## src/lkp_params.svh

```systemverilog
`ifndef LKP_PARAMS_SVH
`define LKP_PARAMS_SVH

// execute side fields
`define LKP_INFO_W          20
`define LKP_RSLT_W          20
`define LKP_ORDER_W         3
`define LKP_REG_W           5
`define LKP_ROB_W           4

// module A side
`define LKP_REQ_ID_W        10

// storage sizes
`define LKP_MSHR_NUM        8
`define LKP_MSHR_W          3
`define LKP_TAG_NUM         16
`define LKP_TAG_W           4
`define LKP_C2A_DEPTH_LOG2  2
`define LKP_OUT_DEPTH_LOG2  2

`endif

```

## src/lkp_pkg.sv

```systemverilog
`default_nettype none

`include "lkp_params.svh"

package lkp_pkg;

    typedef logic [`LKP_MSHR_W-1:0] mshr_idx_t;

    // bookkeeping carried alongside every lookup
    typedef struct packed {
        logic [`LKP_ORDER_W-1:0] order_id;
        logic                    so;
        logic [`LKP_REG_W-1:0]   reg_entry;
        logic [`LKP_ROB_W-1:0]   rob_entry;
    } lkp_meta_t;

    typedef struct packed {
        logic [`LKP_INFO_W-1:0] key;
        lkp_meta_t              meta;
    } lkp_req_t;

    typedef struct packed {
        logic [`LKP_RSLT_W-1:0] result;
        lkp_meta_t              meta;
    } lkp_rsp_t;

    // request toward module A tagged by its mshr slot
    typedef struct packed {
        logic [`LKP_INFO_W-1:0] key;
        mshr_idx_t              idx;
    } c2a_req_t;

    typedef enum logic [1:0] {
        S_IDLE,
        S_SEARCH,
        S_RESOLVE
    } slot_state_e;

endpackage

`default_nettype wire

```

## src/sync_fifo.sv

```systemverilog
`timescale 1ns/100ps
`default_nettype none

module sync_fifo #(
    parameter int WIDTH      = 8,
    parameter int DEPTH_LOG2 = 2
) (
    input  wire              clk,
    input  wire              rst,
    input  wire              wr_en_i,
    input  wire  [WIDTH-1:0] wr_data_i,
    input  wire              rd_en_i,
    output logic [WIDTH-1:0] rd_data_o,
    output logic             full_o,
    output logic             empty_o
);

    logic [WIDTH-1:0]    mem [2**DEPTH_LOG2];
    logic [DEPTH_LOG2:0] wr_ptr_q;
    logic [DEPTH_LOG2:0] rd_ptr_q;
    logic                do_wr;
    logic                do_rd;

    // extra pointer bit tells full from empty
    assign empty_o = (wr_ptr_q == rd_ptr_q);
    assign full_o  = (wr_ptr_q[DEPTH_LOG2] != rd_ptr_q[DEPTH_LOG2]) &&
                     (wr_ptr_q[DEPTH_LOG2-1:0] == rd_ptr_q[DEPTH_LOG2-1:0]);

    assign do_wr     = wr_en_i && !full_o;
    assign do_rd     = rd_en_i && !empty_o;
    assign rd_data_o = mem[rd_ptr_q[DEPTH_LOG2-1:0]];

    always_ff @(posedge clk or posedge rst) begin
        if (rst) begin
            wr_ptr_q <= '0;
            rd_ptr_q <= '0;
        end else begin
            if (do_wr) begin
                wr_ptr_q <= wr_ptr_q + 1'b1;
            end
            if (do_rd) begin
                rd_ptr_q <= rd_ptr_q + 1'b1;
            end
        end
    end

    always_ff @(posedge clk) begin
        if (do_wr) begin
            mem[wr_ptr_q[DEPTH_LOG2-1:0]] <= wr_data_i;
        end
    end

endmodule

`default_nettype wire

```

## src/tag_table.sv

```systemverilog
`timescale 1ns/100ps
`default_nettype none

`include "lkp_params.svh"

module tag_table (
    input  wire                    clk,
    input  wire                    rst,
    input  wire                    search_i,
    input  wire  [`LKP_INFO_W-1:0] search_key_i,
    output logic                   hit_o,
    output logic [`LKP_RSLT_W-1:0] result_o,
    input  wire                    insert_i,
    input  wire  [`LKP_INFO_W-1:0] insert_key_i,
    input  wire  [`LKP_RSLT_W-1:0] insert_result_i,
    output logic                   insert_done_o
);

    logic [`LKP_TAG_NUM-1:0] vld_q;
    logic [`LKP_INFO_W-1:0]  key_q  [`LKP_TAG_NUM];
    logic [`LKP_RSLT_W-1:0]  rslt_q [`LKP_TAG_NUM];
    logic [`LKP_TAG_W-1:0]   victim_q;
    logic                    srch_hit;
    logic [`LKP_RSLT_W-1:0]  srch_rslt;
    logic                    ins_hit;
    logic [`LKP_TAG_W-1:0]   ins_idx;

    // compare both ports against every valid entry
    always_comb begin
        srch_hit  = 1'b0;
        srch_rslt = '0;
        ins_hit   = 1'b0;
        ins_idx   = victim_q;
        for (int i = 0; i < `LKP_TAG_NUM; i++) begin
            if (vld_q[i] && key_q[i] == search_key_i) begin
                srch_hit  = 1'b1;
                srch_rslt = rslt_q[i];
            end
            if (vld_q[i] && key_q[i] == insert_key_i) begin
                ins_hit = 1'b1;
                ins_idx = i[`LKP_TAG_W-1:0];
            end
        end
    end

    always_ff @(posedge clk or posedge rst) begin
        if (rst) begin
            vld_q         <= '0;
            victim_q      <= '0;
            hit_o         <= 1'b0;
            insert_done_o <= 1'b0;
        end else begin
            insert_done_o <= insert_i;
            // search result is held until the next search
            if (search_i) begin
                hit_o <= srch_hit;
            end
            if (insert_i) begin
                vld_q[ins_idx] <= 1'b1;
                if (!ins_hit) begin
                    victim_q <= victim_q + 1'b1;
                end
            end
        end
    end

    always_ff @(posedge clk) begin
        if (search_i) begin
            result_o <= srch_rslt;
        end
        if (insert_i) begin
            key_q[ins_idx]  <= insert_key_i;
            rslt_q[ins_idx] <= insert_result_i;
        end
    end

endmodule

`default_nettype wire

```

## src/mshr_file.sv

```systemverilog
`timescale 1ns/100ps
`default_nettype none

`include "lkp_params.svh"

module mshr_file (
    input  wire                     clk,
    input  wire                     rst,
    input  wire  [`LKP_INFO_W-1:0]  lookup_key_i,
    output logic                    pending_o,
    output logic                    free_o,
    output lkp_pkg::mshr_idx_t      free_idx_o,
    input  wire                     alloc_i,
    input  wire  lkp_pkg::lkp_req_t alloc_req_i,
    input  wire                     rsp_vld_i,
    input  wire  lkp_pkg::mshr_idx_t rsp_idx_i,
    input  wire  [`LKP_RSLT_W-1:0]  rsp_rslt_i,
    output logic                    insert_o,
    output logic [`LKP_INFO_W-1:0]  insert_key_o,
    output logic [`LKP_RSLT_W-1:0]  insert_result_o,
    input  wire                     insert_done_i,
    output logic                    send_valid_o,
    output lkp_pkg::lkp_rsp_t       send_rsp_o,
    input  wire                     send_accept_i
);

    import lkp_pkg::*;

    logic [`LKP_MSHR_NUM-1:0] vld_q;
    logic [`LKP_MSHR_NUM-1:0] rdy_q;
    logic [`LKP_MSHR_NUM-1:0] ins_q;
    logic [`LKP_MSHR_NUM-1:0] sent_q;
    lkp_req_t                 req_q  [`LKP_MSHR_NUM];
    logic [`LKP_RSLT_W-1:0]   rslt_q [`LKP_MSHR_NUM];
    logic                     ins_busy_q;
    mshr_idx_t                ins_idx_q;
    logic [`LKP_MSHR_NUM-1:0] match_w;
    logic [`LKP_MSHR_NUM-1:0] done_w;
    logic [`LKP_MSHR_NUM-1:0] ready_w;
    mshr_idx_t                pick_idx;

    function automatic mshr_idx_t first_set(input logic [`LKP_MSHR_NUM-1:0] vec);
        mshr_idx_t idx;
        idx = '0;
        for (int i = `LKP_MSHR_NUM - 1; i >= 0; i--) begin
            if (vec[i]) begin
                idx = i[`LKP_MSHR_W-1:0];
            end
        end
        return idx;
    endfunction

    // ----------------------------------------------------------
    // lookup side
    // ----------------------------------------------------------
    always_comb begin
        for (int i = 0; i < `LKP_MSHR_NUM; i++) begin
            match_w[i] = vld_q[i] && (req_q[i].key == lookup_key_i);
        end
    end

    assign pending_o  = |match_w;
    assign free_o     = |(~vld_q);
    assign free_idx_o = first_set(~vld_q);

    // ----------------------------------------------------------
    // fill and return in lowest ready index order
    // ----------------------------------------------------------
    assign done_w   = vld_q & ins_q & sent_q;
    assign ready_w  = vld_q & rdy_q & ~done_w;
    assign pick_idx = first_set(ready_w);

    assign insert_o        = (|ready_w) && !ins_q[pick_idx] && !ins_busy_q;
    assign insert_key_o    = req_q[pick_idx].key;
    assign insert_result_o = rslt_q[pick_idx];

    assign send_valid_o      = (|ready_w) && !sent_q[pick_idx];
    assign send_rsp_o.result = rslt_q[pick_idx];
    assign send_rsp_o.meta   = req_q[pick_idx].meta;

    always_ff @(posedge clk or posedge rst) begin
        if (rst) begin
            vld_q      <= '0;
            rdy_q      <= '0;
            ins_q      <= '0;
            sent_q     <= '0;
            ins_busy_q <= 1'b0;
            ins_idx_q  <= '0;
        end else begin
            // entry is released once inserted and sent
            vld_q  <= vld_q & ~done_w;
            rdy_q  <= rdy_q & ~done_w;
            ins_q  <= ins_q & ~done_w;
            sent_q <= sent_q & ~done_w;
            if (alloc_i) begin
                vld_q[free_idx_o] <= 1'b1;
            end
            if (rsp_vld_i) begin
                rdy_q[rsp_idx_i] <= 1'b1;
            end
            if (insert_o) begin
                ins_busy_q <= 1'b1;
                ins_idx_q  <= pick_idx;
            end
            if (insert_done_i) begin
                ins_busy_q       <= 1'b0;
                ins_q[ins_idx_q] <= 1'b1;
            end
            if (send_accept_i) begin
                sent_q[pick_idx] <= 1'b1;
            end
        end
    end

    always_ff @(posedge clk) begin
        if (alloc_i) begin
            req_q[free_idx_o] <= alloc_req_i;
        end
        if (rsp_vld_i) begin
            rslt_q[rsp_idx_i] <= rsp_rslt_i;
        end
    end

endmodule

`default_nettype wire

```

## src/lookup_ctrl.sv

```systemverilog
`timescale 1ns/100ps
`default_nettype none

`include "lkp_params.svh"

module lookup_ctrl (
    input  wire                      clk,
    input  wire                      rst,
    input  wire                      req_valid_i,
    input  wire  lkp_pkg::lkp_req_t  req_i,
    output logic                     req_ready_o,
    output logic                     search_o,
    output logic [`LKP_INFO_W-1:0]   search_key_o,
    input  wire                      hit_i,
    input  wire  [`LKP_RSLT_W-1:0]   result_i,
    input  wire                      pending_i,
    input  wire                      free_i,
    input  wire  lkp_pkg::mshr_idx_t free_idx_i,
    output logic                     alloc_o,
    output lkp_pkg::lkp_req_t        alloc_req_o,
    output logic                     c2a_push_o,
    output lkp_pkg::c2a_req_t        c2a_data_o,
    input  wire                      c2a_full_i,
    input  wire                      send_valid_i,
    input  wire  lkp_pkg::lkp_rsp_t  send_rsp_i,
    output logic                     send_accept_o,
    output logic                     out_push_o,
    output lkp_pkg::lkp_rsp_t        out_data_o,
    input  wire                      out_full_i
);

    import lkp_pkg::*;

    slot_state_e state_q;
    slot_state_e state_d;
    lkp_req_t    slot_q;
    logic        hit_wr;

    assign req_ready_o  = (state_q == S_IDLE);
    assign search_o     = (state_q == S_SEARCH);
    assign search_key_o = slot_q.key;

    // ----------------------------------------------------------
    // slot fsm
    // ----------------------------------------------------------
    always_comb begin
        state_d = state_q;
        hit_wr  = 1'b0;
        alloc_o = 1'b0;
        case (state_q)
            S_IDLE: begin
                if (req_valid_i) begin
                    state_d = S_SEARCH;
                end
            end
            S_SEARCH: begin
                state_d = S_RESOLVE;
            end
            S_RESOLVE: begin
                if (hit_i) begin
                    if (!out_full_i) begin
                        hit_wr  = 1'b1;
                        state_d = S_IDLE;
                    end
                end else if (pending_i) begin
                    // key already in flight so search again
                    state_d = S_SEARCH;
                end else if (free_i && !c2a_full_i) begin
                    alloc_o = 1'b1;
                    state_d = S_IDLE;
                end
            end
            default: begin
                state_d = S_IDLE;
            end
        endcase
    end

    always_ff @(posedge clk or posedge rst) begin
        if (rst) begin
            state_q <= S_IDLE;
        end else begin
            state_q <= state_d;
        end
    end

    always_ff @(posedge clk) begin
        if (req_valid_i && req_ready_o) begin
            slot_q <= req_i;
        end
    end

    // miss path
    assign alloc_req_o    = slot_q;
    assign c2a_push_o     = alloc_o;
    assign c2a_data_o.key = slot_q.key;
    assign c2a_data_o.idx = free_idx_i;

    // ----------------------------------------------------------
    // output buffer write with hits ahead of mshr sends
    // ----------------------------------------------------------
    assign send_accept_o = send_valid_i && !out_full_i && !hit_wr;
    assign out_push_o    = hit_wr || send_accept_o;

    always_comb begin
        if (hit_wr) begin
            out_data_o.result = result_i;
            out_data_o.meta   = slot_q.meta;
        end else begin
            out_data_o = send_rsp_i;
        end
    end

endmodule

`default_nettype wire

```

## src/lookup_cache_top.sv

```systemverilog
`timescale 1ns/100ps
`default_nettype none

`include "lkp_params.svh"

module lookup_cache_top (
    input  wire                      clk,
    input  wire                      rst,
    input  wire                      req_valid_i,
    input  wire  lkp_pkg::lkp_req_t  req_i,
    output logic                     req_ready_o,
    output logic                     rsp_valid_o,
    output lkp_pkg::lkp_rsp_t        rsp_o,
    input  wire                      rsp_ready_i,
    output logic                     c2a_vld_o,
    output logic [`LKP_INFO_W-1:0]   c2a_info_o,
    output logic [`LKP_REQ_ID_W-1:0] c2a_req_id_o,
    input  wire                      a2c_rdy_i,
    input  wire                      a2c_rsp_vld_i,
    input  wire  [`LKP_REQ_ID_W-1:0] a2c_rsp_id_i,
    input  wire  [`LKP_RSLT_W-1:0]   a2c_rslt_i
);

    import lkp_pkg::*;

    logic                   search;
    logic [`LKP_INFO_W-1:0] search_key;
    logic                   tag_hit;
    logic [`LKP_RSLT_W-1:0] tag_result;
    logic                   insert;
    logic [`LKP_INFO_W-1:0] insert_key;
    logic [`LKP_RSLT_W-1:0] insert_result;
    logic                   insert_done;
    logic                   pending;
    logic                   free;
    mshr_idx_t              free_idx;
    logic                   alloc;
    lkp_req_t               alloc_req;
    logic                   send_valid;
    lkp_rsp_t               send_rsp;
    logic                   send_accept;
    logic                   c2a_push;
    c2a_req_t               c2a_data;
    logic                   c2a_full;
    c2a_req_t               c2a_head;
    logic                   c2a_empty;
    logic                   out_push;
    lkp_rsp_t               out_data;
    logic                   out_full;
    logic                   out_empty;

    lookup_ctrl u_lookup_ctrl (
        .clk           (clk),
        .rst           (rst),
        .req_valid_i   (req_valid_i),
        .req_i         (req_i),
        .req_ready_o   (req_ready_o),
        .search_o      (search),
        .search_key_o  (search_key),
        .hit_i         (tag_hit),
        .result_i      (tag_result),
        .pending_i     (pending),
        .free_i        (free),
        .free_idx_i    (free_idx),
        .alloc_o       (alloc),
        .alloc_req_o   (alloc_req),
        .c2a_push_o    (c2a_push),
        .c2a_data_o    (c2a_data),
        .c2a_full_i    (c2a_full),
        .send_valid_i  (send_valid),
        .send_rsp_i    (send_rsp),
        .send_accept_o (send_accept),
        .out_push_o    (out_push),
        .out_data_o    (out_data),
        .out_full_i    (out_full)
    );

    tag_table u_tag_table (
        .clk             (clk),
        .rst             (rst),
        .search_i        (search),
        .search_key_i    (search_key),
        .hit_o           (tag_hit),
        .result_o        (tag_result),
        .insert_i        (insert),
        .insert_key_i    (insert_key),
        .insert_result_i (insert_result),
        .insert_done_o   (insert_done)
    );

    mshr_file u_mshr_file (
        .clk             (clk),
        .rst             (rst),
        .lookup_key_i    (search_key),
        .pending_o       (pending),
        .free_o          (free),
        .free_idx_o      (free_idx),
        .alloc_i         (alloc),
        .alloc_req_i     (alloc_req),
        .rsp_vld_i       (a2c_rsp_vld_i),
        .rsp_idx_i       (a2c_rsp_id_i[`LKP_MSHR_W-1:0]),
        .rsp_rslt_i      (a2c_rslt_i),
        .insert_o        (insert),
        .insert_key_o    (insert_key),
        .insert_result_o (insert_result),
        .insert_done_i   (insert_done),
        .send_valid_o    (send_valid),
        .send_rsp_o      (send_rsp),
        .send_accept_i   (send_accept)
    );

    sync_fifo #(
        .WIDTH      ($bits(c2a_req_t)),
        .DEPTH_LOG2 (`LKP_C2A_DEPTH_LOG2)
    ) c2a_fifo (
        .clk       (clk),
        .rst       (rst),
        .wr_en_i   (c2a_push),
        .wr_data_i (c2a_data),
        .rd_en_i   (a2c_rdy_i),
        .rd_data_o (c2a_head),
        .full_o    (c2a_full),
        .empty_o   (c2a_empty)
    );

    sync_fifo #(
        .WIDTH      ($bits(lkp_rsp_t)),
        .DEPTH_LOG2 (`LKP_OUT_DEPTH_LOG2)
    ) out_fifo (
        .clk       (clk),
        .rst       (rst),
        .wr_en_i   (out_push),
        .wr_data_i (out_data),
        .rd_en_i   (rsp_ready_i),
        .rd_data_o (rsp_o),
        .full_o    (out_full),
        .empty_o   (out_empty)
    );

    // request id toward A is the zero padded mshr slot
    assign c2a_vld_o    = !c2a_empty;
    assign c2a_info_o   = c2a_head.key;
    assign c2a_req_id_o = {{(`LKP_REQ_ID_W - `LKP_MSHR_W){1'b0}}, c2a_head.idx};
    assign rsp_valid_o  = !out_empty;

endmodule

`default_nettype wire

```

## config.mk

```make
export PLATFORM = sky130hd
export DESIGN_NAME = lookup_cache_top
export DESIGN_NICKNAME = d
export VERILOG_FILES = /design/src/lkp_pkg.sv /design/src/sync_fifo.sv /design/src/tag_table.sv /design/src/mshr_file.sv /design/src/lookup_ctrl.sv /design/src/lookup_cache_top.sv
export VERILOG_INCLUDE_DIRS = /design/src
export SDC_FILE = /design/constraint.sdc
export NUM_CORES = 2
export LEC_CHECK = 0
export ABC_AREA = 1
export BUFFER_PORTS_ARGS = -buffer_cell sky130_fd_sc_hd__buf_2
export CAP_MARGIN = 20
export CELL_PAD_IN_SITES_DETAIL_PLACEMENT = 1
export CELL_PAD_IN_SITES_GLOBAL_PLACEMENT = 1
export CORE_MARGIN = 10
export CORE_UTILIZATION = 30
export CTS_BUF_LIST = sky130_fd_sc_hd__clkbuf_8 sky130_fd_sc_hd__clkbuf_16
export DETAILED_ROUTE_END_ITERATION = 16
export GPL_TIMING_DRIVEN = 0
export HOLD_SLACK_MARGIN = 0.1
export PLACE_DENSITY = 0.63
export SLEW_MARGIN = 10
export SYNTH_ARGS = -nofsm -noshare
export SYNTH_HDL_FRONTEND = slang
export SYNTH_SLANG_ARGS = --single-unit
```

## constraint.sdc

```tcl
create_clock -name clk -period 8.97 [get_ports clk]
set_clock_uncertainty 0.2 [all_clocks]
set_input_delay 0.4485 -clock clk [delete_from_list [all_inputs] [get_ports clk]]
set_output_delay 0.4485 -clock clk [all_outputs]
set_load 0.02 [all_outputs]
```

==> impl_metrics.ini <==
[status]
outcome = completed

[timing]
max_freq_mhz = 131
finalSetupViolCount = 0
relSlewSlack_pct = 13.9
hold_ws_ns = 0.161
worstMarginPinSlew_ns = 1.29
period_needed_ns = 7.64
rsz0062_at_grt = false
finalCritPeriodShare_pct = 85.2
hold_viol = 0
maxSlewViolCount = 0

[power]
p_per_area_mw_per_mm2 = 406
vdd_drop_max_v = 0.000304
total_power_mw = 31.1
p_leak_nw = 28.2

[cts]
max-clock-path-buffers = 3
cts_buffers = 154
clk_pin_slew_ns = 0.06
cts_tree = built
htreeDepth = 4
cts_root_buf = clkbuf_16
insertion_delay_ns = 0.85
cts_resized = 0
cts.sinks = 1413

[global_routing]
antenna_found_initial = 18
overflow = 0
grt_max_degree = 39
track_usage_pct = 23.4
grt_pass1_wl_mm = 398
grt_pass1_vias = 51800

[setup_path]
critPathKind = reg2reg
r2r_start = u_mshr_file.vld_q[6]
critical_path_buf_inv_count = 5
cp_max_fo = 25
cp.arrival_ns = 7.95
startpoint_type = flip-flop
worst_r2r_path_depth = 29
max_stage_delay_ns = 0.86
cp.required_ns = 9.28
slowest_stage = buf_2
end_kind = flip-flop
r2r_setup_slack_ns = 1.33
critPathTopFamily = simple AND/OR/NAND/NOR gates
r2r_end = u_tag_table.rslt_q[0][11]
cp_common_cell = nand2_1

[route]
drt_iter0_drc = 6304
vias_per_cell = 5.64
drtAntennaViolNets = 0
firstDrtPassIters = 6
via_count = 51400
wl_mm = 285
post_drt_wl_per_cell_um = 31.3
drc_errors = 0

[die]
die-width_um = 485
initial_utilization_pct = 30.2
row_count = 170
core_region_area_sq_mm = 0.215
die_h_um = 485
die_area_sq_mm = 0.235
boundaryPins = 135

[yosys]
synthArstFlopShare_pct = 5.10
ys_ff_latch = 1413
synth_cell_types = 74
yosys.area.top_type = edfxtp_1
synthFlopType = edfxtp_1
seq_area_frac_synth_pct = 64.9
synth_edf_count = 1341
syn_area_sq_mm = 0.0648
syn-mean-instance-area_sq_um = 11.3
synth_warnings = 0
yosysTopAreaCellShare_pct = 62.1
synth_cells = 5716
synth.area.top_cells = edfxtp_1, nand2_1, inv_1, o21ai_0, dfrtp_1

[final_layout]
layout-drive-gt1-share_pct = 11.8
final_cells = 9118
area_growth_pct = 18.1
finalNetCount = 6229
fillers = 23400

[place]
io_buffers = 120
placedCellCount = 8746
hpwl_mm = 199
place_congestion = 1.01

[worst_hold_path]
holdPathStages = 2
hold_class = in2reg
min_to = u_lookup_ctrl.search_key_o[2]
min-delay-start = req_i[15]

[flow_run]
drv_cap = 0
## per-layer routing
layer  vias to the layer above  wire [um]  global-route usage [%]
met2                      2863     125000                    36.0
met5                         -         80                       0
met4                        12      18400                    12.4
met3                       752      27000                    5.71
met1                     26200     115000                    30.3
li1                      21600          -                       -
## cell families after synthesis
kind of cell	Yosys count	share of synthesized area, %
compound gates	1105	11.0
xor+xnor	266	3.61
fa+ha+maj	11	0.212
buf+inv	868	5.52
flops	1413	64.9
mux	2	0.0309
other cells	1	0.00579
simple gates	2050	14.8
## sequential cells by signal (all words and copies together), names as in the netlist, 2 cells and up
| name | cells |
|---|---|
| u_tag_table.rslt_q | 320 |
| u_mshr_file.ins_q | 8 |
| u_lookup_ctrl.state_q | 2 |
| c2a_fifo.mem | 92 |
| u_lookup_ctrl.alloc_req_o | 13 |
| u_tag_table.key_q | 320 |
| u_tag_table.vld_q | 16 |
| u_mshr_file.rslt_q | 160 |
| c2a_fifo.wr_ptr_q | 3 |
| out_fifo.mem | 132 |
| u_mshr_file.vld_q | 8 |
| u_mshr_file.ins_idx_q | 3 |
| u_mshr_file.sent_q | 8 |
| u_mshr_file.req_q | 264 |
| u_mshr_file.rdy_q | 8 |
| u_tag_table.victim_q | 4 |
| out_fifo.rd_ptr_q | 3 |
| u_lookup_ctrl.search_key_o | 20 |
| c2a_fifo.rd_ptr_q | 3 |
| out_fifo.wr_ptr_q | 3 |
| u_tag_table.result_o | 20 |
## cell usage in the layout, fill, tap and decap left out, drive strengths merged, types with 12 or more instances in the layout
master and instances:
edfxtp 1341, nand2 975, inv 602, nor2 440, o21ai 376, clkbuf 335
buf 294, o22ai 269, nand4 198, nand3 181, xor2 174, a21oi 133
a221oi 112, nor4 100, xnor2 92, clkinv 83, dlygate4sd3 82, dfrtp 72
nor3 61, a22o 56, o2111ai 41, nand3b 36, or2 30, a211oi 23
o221ai 20, a31oi 18, o221a 17, bufinv 17, a2111oi 12
## cell type report
type                    count  area (sq um)  area share (%)
diodes                      5          12.5          0.0163
plain buffers             285          1420            1.86
clock buffers             155          3870            5.05
clock inverters           127          1310            1.71
inverters                 583          2200            2.87
multi-input cells        3441         19400            25.4
flip-flops and latches   1413         42100            54.9
well taps                2838          3550            4.64
repair buffers            271          2690            3.51
## cell usage after synthesis (27+ instances only)
| cell | instances |
|---|---|
| o22ai_1 | 269 |
| clkbuf_1 | 180 |
| inv_2 | 27 |
| a22o_1 | 56 |
| o21ai_0 | 365 |
| xor2_1 | 173 |
| nor4_1 | 97 |
| xnor2_1 | 92 |
| o2111ai_1 | 41 |
| inv_1 | 535 |
| nor3_1 | 59 |
| nand3b_1 | 35 |
| a21oi_1 | 132 |
| nand3_1 | 168 |
| dfrtp_1 | 72 |
| a221oi_1 | 112 |
| nor2_1 | 407 |
| nand2_1 | 929 |
| edfxtp_1 | 1341 |
| buf_1 | 27 |
| buf_2 | 36 |
| nand4_1 | 197 |
## report_power, final
part | internal (mW) | switching, mW
Combinational | 3.04 | 11.3
Sequential | 9.56 | 0.534
Clock | 3.68 | 2.90
## worst max path at each step
stage,startpoint,end,depth (start not counted)
2_1_floorplan,u_lookup_ctrl.search_key_o[16],u_mshr_file.req_q[6][0],11
3_3_place_gp,u_lookup_ctrl.search_key_o[2],u_mshr_file.req_q[6][27],11
3_5_place_dp,u_mshr_file.vld_q[6],u_tag_table.rslt_q[1][11],29
4_1_cts,u_mshr_file.vld_q[6],u_tag_table.rslt_q[1][13],29
5_1_grt,u_mshr_file.vld_q[6],u_tag_table.rslt_q[1][15],29
6_report,u_mshr_file.vld_q[6],u_tag_table.rslt_q[0][11],29
## metrics by stage
step                      setup TNS (ns)  utilization (%)  setup slack, ns  instance area [sq um]
final                                  0             35.6             1.33                  76600
after global routing                   0             35.6             1.28                  76600
after CTS                              0             35.6             1.61                  76500
after detailed placement               0             32.8             1.69                  70500
after global placement           -440.91             32.1            -2.50                  69000
after floorplan                        0                -             3.32                  64800
## what timing repair did
item	CTS	global route
hold buffers	82	0
hold endpoints to repair	303	0
setup buffers	0	0
No activity file was read; power rests on OpenSTA's default activity.
